`config.mk`:
```
export PLATFORM = sky130hd
export DESIGN_NAME = clk_div_top
export DESIGN_NICKNAME = d
export VERILOG_FILES = /design/src/verilog/clk_div_pkg.sv /design/src/verilog/clk_div_cfg_if.sv /design/src/verilog/clk_div_regs.sv /design/src/verilog/clk_int_div.sv /design/src/verilog/clk_div_top.sv
export SDC_FILE = /design/constraint.sdc
export NUM_CORES = 1
export LEC_CHECK = 0
export BUFFER_PORTS_ARGS = -buffer_cell sky130_fd_sc_hd__clkbuf_2
export CAP_MARGIN = 20
export CORE_MARGIN = 10
export CORE_UTILIZATION = 49
export DETAILED_ROUTE_END_ITERATION = 6
export PLACE_DENSITY = 0.75
export SLEW_MARGIN = 40
export SYNTH_ARGS = -nofsm -noshare
export SYNTH_HDL_FRONTEND = slang
export SYNTH_SLANG_ARGS = --single-unit
```
`constraint.sdc`:
```
create_clock -name clk_i -period 1.9 [get_ports clk_i]
set_input_delay 0.19 -clock clk_i [delete_from_list [all_inputs] [get_ports clk_i]]
set_output_delay 0.19 -clock clk_i [all_outputs]
set_load 0.03 [all_outputs]
```
`src/verilog/clk_div_pkg.sv`:
```
package clk_div_pkg;

  // default width of the division value and of the period counter
  // the period of the divided clock is the division value plus one cycles
  localparam int DIV_WIDTH = 8;

  // default width of the done counter
  // the done flag rises once this counter saturates at all ones
  // so with three bits it takes seven completed periods
  localparam int DONE_WIDTH = 3;

  // opcodes carried on the command port alongside the data word
  // only CMD_SET_DIV looks at the data word
  typedef enum logic [1:0] {
    // no operation, the strobe is accepted and ignored
    CMD_NOP     = 2'd0,
    // load the division value from the data word, zero is rejected
    CMD_SET_DIV = 2'd1,
    // start the divider and restart the period from count zero
    CMD_ENABLE  = 2'd2,
    // freeze the divider where it stands
    CMD_DISABLE = 2'd3
  } cmd_op_e;

  // the encoding is fixed at two bits so the command port width
  // never changes when opcodes are renamed
  // any new opcode has to fit in the unused space, and there is none left

endpackage

```
`src/verilog/clk_div_cfg_if.sv`:
```
`timescale 1ns/1ps

// configuration path from the register block to the divider core
// everything here is driven from flops on the register side
interface clk_div_cfg_if #(
  parameter int DIV_WIDTH = clk_div_pkg::DIV_WIDTH
);

  // division value currently in force
  // the core counts from zero up to this value and wraps
  logic [DIV_WIDTH-1:0] div_value;

  // divider runs while this is high and freezes while it is low
  logic enable;

  // one cycle pulse after a new division value or an enable
  // the core clears its counter, its clock and its done counter on it
  logic restart;

  // returned by the core once enough periods have completed
  logic done;

  // the register block owns the configuration and only watches done
  modport regs_mp (
    output div_value,
    output enable,
    output restart,
    input  done
  );

  // the core consumes the configuration and reports done back
  modport div_mp (
    input  div_value,
    input  enable,
    input  restart,
    output done
  );

endinterface

```
`src/verilog/clk_div_regs.sv`:
```
`timescale 1ns/1ps

module clk_div_regs #(
  parameter int DIV_WIDTH = clk_div_pkg::DIV_WIDTH
) (
  input  logic                  clk_i,
  input  logic                  reset_i,
  input  logic                  cmd_valid_i,
  input  clk_div_pkg::cmd_op_e  cmd_op_i,
  input  logic [DIV_WIDTH-1:0]  cmd_data_i,
  clk_div_cfg_if.regs_mp        cfg,
  output logic                  cfg_err_o
);

  import clk_div_pkg::*;

  // configuration registers, the core only ever sees these flops
  logic [DIV_WIDTH-1:0] div_q;
  logic                 en_q;
  logic                 restart_q;
  logic                 err_q;

  // a set command with a zero data word would ask for a bypassed clock
  // which this divider does not support, so it is flagged instead
  logic                 set_zero;

  assign set_zero = (cmd_data_i == '0);

  always_ff @(posedge clk_i) begin
    if (reset_i) begin
      // a division value of one gives the fastest legal divided clock
      div_q     <= DIV_WIDTH'(1);
      en_q      <= 1'b0;
      restart_q <= 1'b0;
      err_q     <= 1'b0;
    end else begin
      // restart is a pulse and drops unless a command raises it again
      restart_q <= 1'b0;
      if (cmd_valid_i) begin
        case (cmd_op_i)
          CMD_SET_DIV: begin
            if (set_zero) begin
              // sticky until reset, the old value stays in force
              err_q <= 1'b1;
            end else begin
              div_q     <= cmd_data_i;
              restart_q <= 1'b1;
            end
          end
          CMD_ENABLE: begin
            en_q      <= 1'b1;
            restart_q <= 1'b1;
          end
          CMD_DISABLE: begin
            // no restart here so the core freezes with its state intact
            en_q <= 1'b0;
          end
          CMD_NOP: begin
            // accepted and ignored
          end
          default: begin
          end
        endcase
      end
    end
  end

  assign cfg.div_value = div_q;
  assign cfg.enable    = en_q;
  assign cfg.restart   = restart_q;
  assign cfg_err_o     = err_q;

  // restart only repeats when a fresh command arrives in the pulse cycle
  a_restart_pulse : assert property (
    @(posedge clk_i) disable iff (reset_i)
    (cfg.restart && !cmd_valid_i) |=> !cfg.restart
  );

  // the core must have cleared its done counter on the restart edge
  a_restart_clears_done : assert property (
    @(posedge clk_i) disable iff (reset_i)
    cfg.restart |=> !cfg.done
  );

endmodule

```
`src/verilog/clk_int_div.sv`:
```
`timescale 1ns/1ps

module clk_int_div #(
  parameter int DIV_WIDTH  = clk_div_pkg::DIV_WIDTH,
  parameter int DONE_WIDTH = clk_div_pkg::DONE_WIDTH
) (
  input  logic                 clk_i,
  input  logic                 reset_i,
  clk_div_cfg_if.div_mp        cfg,
  output logic [DIV_WIDTH-1:0] clk_cnt_o,
  output logic                 clk_trg_o,
  output logic                 clk_o,
  output logic                 div_done_o
);

  // period counter, runs from zero up to the division value
  logic [DIV_WIDTH-1:0]  cnt_q;

  // toggle register behind the divided clock output
  logic                  clk_q;

  // counts completed periods and saturates at all ones
  logic [DONE_WIDTH-1:0] done_q;

  // count at which the first toggle of a period happens
  // for a value of 3 this is count 1, for a value of 1 or 2 it is count 0
  logic [DIV_WIDTH-1:0]  mid_cnt;

  // last count of the current period
  logic                  at_end;

  // first toggle point of the current period
  logic                  at_mid;

  // high while the done counter sits at its ceiling
  logic                  done_sat;

  assign mid_cnt  = (cfg.div_value - 1'b1) >> 1;
  assign at_end   = (cnt_q == cfg.div_value);
  assign at_mid   = (cnt_q == mid_cnt);
  assign done_sat = &done_q;

  // the trigger marks the last cycle of every running period
  assign clk_trg_o = cfg.enable && at_end;

  // counter steps while enabled and holds its value otherwise
  always_ff @(posedge clk_i) begin
    if (reset_i) begin
      cnt_q <= '0;
    end else if (cfg.restart) begin
      cnt_q <= '0;
    end else if (cfg.enable) begin
      if (at_end) begin
        cnt_q <= '0;
      end else begin
        cnt_q <= cnt_q + 1'b1;
      end
    end
  end

  // divided clock toggles once mid period and once at the wrap
  // the high phase therefore lasts div_value minus mid_cnt cycles
  always_ff @(posedge clk_i) begin
    if (reset_i) begin
      clk_q <= 1'b0;
    end else if (cfg.restart) begin
      // every new configuration starts from a low phase
      clk_q <= 1'b0;
    end else if (cfg.enable && (at_mid || at_end)) begin
      clk_q <= ~clk_q;
    end
  end

  // one step per trigger until the counter hits its ceiling
  always_ff @(posedge clk_i) begin
    if (reset_i) begin
      done_q <= '0;
    end else if (cfg.restart) begin
      done_q <= '0;
    end else if (clk_trg_o && !done_sat) begin
      done_q <= done_q + 1'b1;
    end
  end

  assign clk_cnt_o  = cnt_q;
  assign clk_o      = clk_q;
  assign div_done_o = done_sat;

  // the register block watches done as well
  assign cfg.done   = done_sat;

  // the division value only moves together with a restart pulse
  // so outside that pulse a running count stays within range
  a_cnt_in_range : assert property (
    @(posedge clk_i) disable iff (reset_i)
    (cfg.enable && !cfg.restart) |-> (cnt_q <= cfg.div_value)
  );

  // a trigger always closes the period, either by wrap or by restart
  a_trg_wraps : assert property (
    @(posedge clk_i) disable iff (reset_i)
    clk_trg_o |=> (cnt_q == '0)
  );

endmodule

```
`src/verilog/clk_div_top.sv`:
```
`timescale 1ns/1ps

module clk_div_top #(
  parameter int DIV_WIDTH  = clk_div_pkg::DIV_WIDTH,
  parameter int DONE_WIDTH = clk_div_pkg::DONE_WIDTH
) (
  input  logic                 clk_i,
  input  logic                 reset_i,
  input  logic                 cmd_valid_i,
  input  clk_div_pkg::cmd_op_e cmd_op_i,
  input  logic [DIV_WIDTH-1:0] cmd_data_i,
  output logic                 clk_o,
  output logic                 clk_trg_o,
  output logic                 div_done_o,
  output logic                 cfg_err_o,
  output logic [DIV_WIDTH-1:0] clk_cnt_o
);

  // configuration bundle between the register block and the core
  clk_div_cfg_if #(
    .DIV_WIDTH (DIV_WIDTH)
  ) i_cfg ();

  // command decode and configuration flops
  // any command takes effect on the core one cycle after its strobe
  clk_div_regs #(
    .DIV_WIDTH (DIV_WIDTH)
  ) i_regs (
    .clk_i       (clk_i),
    .reset_i     (reset_i),
    .cmd_valid_i (cmd_valid_i),
    .cmd_op_i    (cmd_op_i),
    .cmd_data_i  (cmd_data_i),
    .cfg         (i_cfg.regs_mp),
    .cfg_err_o   (cfg_err_o)
  );

  // divider core
  // after a set or enable strobe the first trigger is div_value plus two cycles out
  clk_int_div #(
    .DIV_WIDTH  (DIV_WIDTH),
    .DONE_WIDTH (DONE_WIDTH)
  ) i_div (
    .clk_i      (clk_i),
    .reset_i    (reset_i),
    .cfg        (i_cfg.div_mp),
    .clk_cnt_o  (clk_cnt_o),
    .clk_trg_o  (clk_trg_o),
    .clk_o      (clk_o),
    .div_done_o (div_done_o)
  );

endmodule

```
==> impl_metrics.csv, run 1 <==
group,metric,value,unit
critical_path,worst-setup-path-type,"reg2out",
sta,drv_slew,0,
status,violations,"setup timing",
critical_path,reg2reg_depth,8,
hold_path,hold_end,"i_regs.cfg.div_value[1]",
clock_network,clk_path_buf_depth,2,
synthesis,syn_inst,145,
synthesis,yosys.area_share.simple,21.9,%
synthesis,syn_area,0.00133,mm^2
synthesis,synth_flop_cell,"dfxtp_1",
sta,hold_ws,109,ps
hold_path,hp-start,"cmd_data_i[1]",
global_routing,overflow,0,
synthesis,synthAdderAreaFrac,6.58,%
floorplanning,initial_utilization,52.3,%
global_routing,grt_use_met2,21.4,%
synthesis,synth_top_area_share,34.6,%
placement,port_buffers,24,
synthesis,synthArstFlopShare,0,%
global_routing,top_usage_layer,"met2",
layout,area_growth,22.7,%
critical_path,reg2reg_to,"i_div.clk_o",
floorplanning,die_w,72.1,um
critical_path,cp-end-kind,"output port",
pwr,powerDensity,539,mW/mm^2
floorplanning,pin_count,25,
floorplanning,die_h,72.1,um
synthesis,ys_top_cells_by_count,"23 x dfxtp_1, 19 x nor2_1, 14 x xor2_1, 13 x xnor2_1, 9 x mux2i_1",
critical_path,ff2ff_setup_slack,-40,ps
synthesis,synth_top_family_by_area,"simple AND/OR/NAND/NOR gates",
hold_path,hold-path-cell-count,3,
sta,setup_ws,-108,ps
drt,vias,1159,
synthesis,yosysMostFrequentCell,"dfxtp_1",
clock_network,cts.sinks,23,
clock_network,clock-root-buffer,"clkbuf_4",
layout,finalNetCount,202,
flow_run,drv_cap,0,
critical_path,r2r-start,"i_regs.cfg.div_value[0]",
sta,worstMarginPinSlew,760,ps
clock_network,clk_transition_reported_paths,130,ps
sta,rsz0062_at_grt,"true",
global_routing,grt_use_met3,2.04,%
synthesis,synth_xor_area_share,17.8,%
synthesis,yosysSeqAreaShare,34.6,%
clock_network,cts_made_buffers,3,
synthesis,synth.area.mux_share,6.77,%
pwr,ir_drop,584,uV
critical_path,cp.required,1710,ps
layout,antenna_cells,0,
synthesis,yosys-top-cells-area,"dfxtp_1 35%, xor2_1 9.2%, xnor2_1 8.6%, mux2i_1 6.8%, ha_1 6.6%",
synthesis,ys_ff_latch,23,
layout,fill_cells,216,
global_routing,grt_pass1_wl,5290,um
drt,dr.pass1.iters,4,
synthesis,synth_compound_area_share,8.46,%
sta,fmax,498,MHz
synthesis,yosysTopAreaCell,"dfxtp_1",
sta,slew_headroom,49.1,%
synthesis,synthesis.nets,165,
hold_path,hold_path_class,"in2reg",
placement,place_ws,-32.9,ps
synthesis,syn_avg_cell_area,9.18,um^2
drt,wl,3090,um
synthesis,ys_warn_count,0,
sta,fin_crit,2010,ps
critical_path,crit_arrival,1820,ps
floorplanning,die_area,0.00520,mm^2
placement,hpwl,2440,um
drt,post_drt_wl_per_cell,14.6,um
drt,vias_per_cell,5.49,
status,status,"complete, but fails checks",
floorplanning,core_area,0.00254,mm^2
floorplanning,row_count,18,
sta,setup-violations-final,2,
drt,ant_nets,0,
global_routing,met1_usage,14.0,%
global_routing,first_global_vias,1168,
global_routing,grt_antenna_before_repair,0,
layout,utilization,64.2,%
sta,min_period_over_period,106,%
layout,drive_gt1_share,32.0,%
clock_network,htreeDepth,1,
sta,hold_viol_final,0,
global_routing,grt_usage,12.1,%
layout,final_area,0.00163,mm^2
clock_network,clock_latency,310,ps
sta,skew,5.69,ps
clock_network,cts_tree,"yes",
placement,dpl-instance-area,0.00156,mm^2
synthesis,synth.distinct_cells,32,
synthesis,synth_edf_count,0,
critical_path,cp-start-kind,"register",
placement,gp_congestion,0.870,
pwr,p_leak,0.723,nW
global_routing,grt_max_degree,16,
drt,drt-initial-drc-count,48,
critical_path,crit_fanout,5,
drt,drc_errors,0,
==> where the power goes <==
part           leakage [nW]  internal [mW]  switching (mW)  total, mW
combinational         0.518         0.0700          0.0772      0.147
clock                0.0177         0.0786           0.147      0.226
sequential            0.188          0.494          0.0142      0.508
==> cell families after synthesis <==
logic type | Yosys count
DFF | 23
and+or+nand+nor | 53
buffers and inverters | 10
adders and majority gates | 7
AOI/OAI and AO/OA | 16
muxes | 9
xor gates and xnor gates | 27
==> cell type report <==
class / instances / area [um^2] / share of cell area, %
multi-input cells: 112 / 858 / 52.6
flip-flops and latches: 23 / 467 / 28.6
repair buffers: 37 / 224 / 13.7
well taps: 30 / 37.5 / 2.30
clock buffers: 3 / 22.5 / 1.38
inverters: 5 / 18.8 / 1.15
clock inverters: 1 / 5.00 / 0.307
==> sequential cells by signal, indices dropped and copies added (netlist names) <==
register / count
i_div.clk_cnt_o: 8
i_regs.cfg.div_value: 8
i_div.done_q: 3
i_div.clk_o: 1
i_regs.cfg.enable: 1
i_regs.cfg.restart: 1
i_regs.cfg_err_o: 1
==> layer usage <==
layer | vias to the layer above | part of all wire [%]
met5 | - | 0
met4 | 0 | 1.5
met3 | 6 | 3.2
met2 | 22 | 54
met1 | 558 | 41
li1 | 573 | -
==> layout by cell type, fill, tap and decap left out, drive strengths merged, types with 2 or more instances in the layout <==
cell / Yosys / routed
nor3: 8 / 8
mux2i: 9 / 9
inv: 5 / 5
ha: 7 / 7
buf: 2 / 14
nor2: 19 / 19
nor2b: 2 / 2
xor2: 14 / 14
dfxtp: 23 / 23
nand4: 4 / 4
clkbuf: 3 / 26
nand3: 2 / 2
xnor2: 13 / 13
nand2: 6 / 6
or4: 3 / 3
o21bai: 2 / 2
a31oi: 2 / 2
a21oi: 5 / 5
o21ai: 3 / 3
a211oi: 3 / 3
nor4: 3 / 3
==> worst max path at each step <==
stage                       startpoint          end  cells after the start
2_1_floorplan  i_regs.cfg.div_value[0]  i_div.clk_o                      8
3_3_place_gp   i_regs.cfg.div_value[0]  i_div.clk_o                      8
3_5_place_dp   i_regs.cfg.div_value[0]  i_div.clk_o                      8
4_1_cts        i_regs.cfg.div_value[0]  i_div.clk_o                      8
5_1_grt        i_regs.cfg.div_value[0]    clk_trg_o                      6
6_report       i_regs.cfg.div_value[0]    clk_trg_o                      6
==> critical path, cell delays in order, from the launching register on <==
cell     delay (ps)
dfxtp_2         340
buf_4           150
xor2_1          190
nor4_2          290
nand4_1         250
inv_2           150
buf_6           140
==> metrics by stage <==
step / setup TNS [ps] / power (mW) / std cells
floorplan: 0 / 0.607 / 145
detailed placement: -32.9 / 0.655 / 206
global route: -472 / 0.919 / 211
global placement: 0 / 0.649 / 206
CTS: -47.7 / 0.883 / 210
finish: -151 / 0.881 / 211
==> repair_timing <==
action	in CTS	in global routing
gates resized for setup	7	7
hold buffers	0	0
setup endpoints to repair	2	4
setup buffers	0	1
pin swaps	0	2
Power figures use the tool's default switching activity.
==> run 2, diff against run 1 <==
--- a/config.mk
+++ b/config.mk
@@ -5,12 +5,14 @@
 export SDC_FILE = /design/constraint.sdc
 export NUM_CORES = 1
 export LEC_CHECK = 0
+export ABC_AREA = 1
 export BUFFER_PORTS_ARGS = -buffer_cell sky130_fd_sc_hd__clkbuf_2
 export CAP_MARGIN = 20
 export CORE_MARGIN = 10
 export CORE_UTILIZATION = 49
 export DETAILED_ROUTE_END_ITERATION = 6
-export PLACE_DENSITY = 0.75
+export PLACE_DENSITY = 0.74
+export SKIP_CTS_REPAIR_TIMING = 1
 export SLEW_MARGIN = 40
 export SYNTH_ARGS = -nofsm -noshare
 export SYNTH_HDL_FRONTEND = slang
==> impl_metrics.csv, run 2 <==
group,metric,value,unit
synthesis,ys_ff_latch,23,
clock_network,htreeDepth,1,
global_routing,grt_max_degree,14,
drt,post_drt_wl_per_cell,11.4,um
drt,vias_per_cell,4.99,
critical_path,cp.required,1710,ps
layout,mostFrequentLayoutCell,"nand2_1",
drt,ant_nets,0,
clock_network,clk_path_buf_depth,2,
synthesis,yosysSeqAreaShare,33.2,%
drt,wl,3080,um
floorplanning,core_area,0.00273,mm^2
layout,drive_gt1_share,17.2,%
critical_path,critPathSlowestCell,"dfxtp_1",
synthesis,synth_top_area_share,33.2,%
critical_path,cp_slowest_stage_delay,360,ps
status,status,"complete, no violations",
floorplanning,die_area,0.00536,mm^2
sta,slew_headroom,74.5,%
sta,fin_crit,1810,ps
pwr,p_leak,0.772,nW
synthesis,syn_area,0.00139,mm^2
sta,rsz0062_at_grt,"false",
global_routing,grt_usage,12.0,%
hold_path,hold_path_class,"in2reg",
pwr,powerDensity,563,mW/mm^2
synthesis,synthesis.nets,230,
synthesis,synthArstFlopShare,0,%
floorplanning,die_w,73.2,um
synthesis,synth_edf_count,0,
clock_network,cts_tree,"yes",
layout,area_growth,13.5,%
clock_network,clock_latency,310,ps
synthesis,yosys-top-cells-area,"dfxtp_1 33%, nand2_1 12%, nor2_1 10%, inv_1 7.6%, ha_1 6.3%",
global_routing,grt_pass1_wl,5350,um
clock_network,cts_made_buffers,3,
floorplanning,die_h,73.2,um
synthesis,ys_top_cells_by_count,"46 x nand2_1, 38 x nor2_1, 28 x inv_1, 23 x dfxtp_1, 13 x a21oi_1",
floorplanning,initial_utilization,50.8,%
synthesis,ys_warn_count,0,
sta,fmax,553,MHz
synthesis,synth_flop_cell,"dfxtp_1",
sta,drv_slew,0,
critical_path,crit_chain,"inv_1, o22ai_1, nor2_1, nand2_1, nor2_2, nor2b_4, clkbuf_4",
placement,port_buffers,24,
drt,drc_errors,0,
layout,finalNetCount,259,
critical_path,cp-end-kind,"output port",
clock_network,clk_transition_reported_paths,120,ps
global_routing,grt_antenna_before_repair,0,
sta,worstMarginPinSlew,381,ps
sta,skew,2.07,ps
critical_path,path_delay_family,"simple AND/OR/NAND/NOR gates",
critical_path,cp-start-kind,"register",
drt,vias,1343,
sta,totalNegativeSetupSlack,0,ps
flow_run,drv_cap,0,
critical_path,worst-setup-path-type,"reg2out",
global_routing,first_global_vias,1281,
sta,hold_ws,95.5,ps
layout,antenna_cells,0,
synthesis,yosysTopAreaCell,"dfxtp_1",
critical_path,crit_fanout,5,
synthesis,syn_avg_cell_area,6.61,um^2
synthesis,yosysMostFrequentCell,"nand2_1",
placement,hpwl,2450,um
clock_network,cts.sinks,23,
global_routing,overflow,0,
synthesis,syn_inst,210,
pwr,ir_drop,385,uV
layout,fill_cells,292,
critical_path,crit_arrival,1620,ps
sta,min_period_over_period,95.2,%
clock_network,clock-root-buffer,"clkbuf_4",
floorplanning,row_count,19,
floorplanning,pin_count,25,
placement,gp_congestion,0.911,
sta,setup-violations-final,0,
sta,hold_viol_final,0,
synthesis,synth.distinct_cells,25,
drt,drt-initial-drc-count,66,
drt,dr.pass1.iters,4,
layout,final_cell_mix,"46 x nand2_1, 38 x nor2_1, 28 x inv_1, 23 x clkbuf_2, 20 x dfxtp_1",
critical_path,path_buf_inv,2,
==> run 2: final cells by class <==
class	count	area [um^2]	area share (%)
Clock buffer	4	26.3	1.67
Timing Repair Buffer	26	138	8.73
Tap cell	31	38.8	2.46
Inverter	31	116	7.38
Sequential cell	23	464	29.4
Multi-Input combinational cell	154	793	50.3
==> run 2: worst reg2reg max path, cell delays in order (launching register included) <==
cell and delay, ps:
dfxtp_1 340, inv_1 160, ha_1 240, nand2_1 120, nor2_1 100, o21ai_0 90, nand2_1 60, nand2_1 50
inv_1 70, nand3_1 100, a21oi_1 150, nor2_1 60
==> run 2: layer usage <==
layer	part of all wire, %	wire length (um)	GRT usage, %
met5	0	0	0
met4	1.8	55	4.43
met3	6.7	207	2.86
met2	44	1370	19.5
met1	47	1440	14.9
==> run 2: worst paths after layout <==
| check | startpoint | endpoint | slack (ps) | depth (start not counted) |
|---|---|---|---|---|
| max | i_regs.cfg.div_value[4] | clk_trg_o | 90 | 7 |
| max reg2reg | i_regs.cfg.div_value[0] | i_div.clk_o | 280 | 11 |
| min | reset_i | i_regs.cfg_err_o | 100 | 2 |
| min reg2reg | i_regs.cfg_err_o | i_regs.cfg_err_o | 490 | 2 |
==> run 2: power breakdown <==
part	switching [mW]	internal (mW)	leakage (nW)	total, mW
registers	0.0169	0.497	0.188	0.514
logic	0.0895	0.0552	0.569	0.145
clock network	0.146	0.0821	0.0150	0.228
==> run 2: kinds of logic after synthesis <==
group | count (synthesis) | share of synthesized area, %
AO/OA/AOI/OAI | 31 | 12.1
XOR/XNOR | 9 | 5.68
adder cells (fa/ha/maj) | 7 | 6.31
buffers and inverters | 33 | 9.73
flip-flops | 23 | 33.2
AND/OR/NAND/NOR | 107 | 33.1
==> run 2: stage by stage <==
stage          area (um^2)  instances  total power [mW]  util (%)  setup WS, ps
2_1_floorplan         1390        210             0.625         -           366
3_3_place_gp          1530        263             0.667      55.9           354
3_5_place_dp          1530        263             0.668      55.9           328
4_1_cts               1560        267             0.895      56.9          22.1
5_1_grt               1580        269             0.933      57.7          12.8
6_report              1580        269             0.887      57.7          91.3
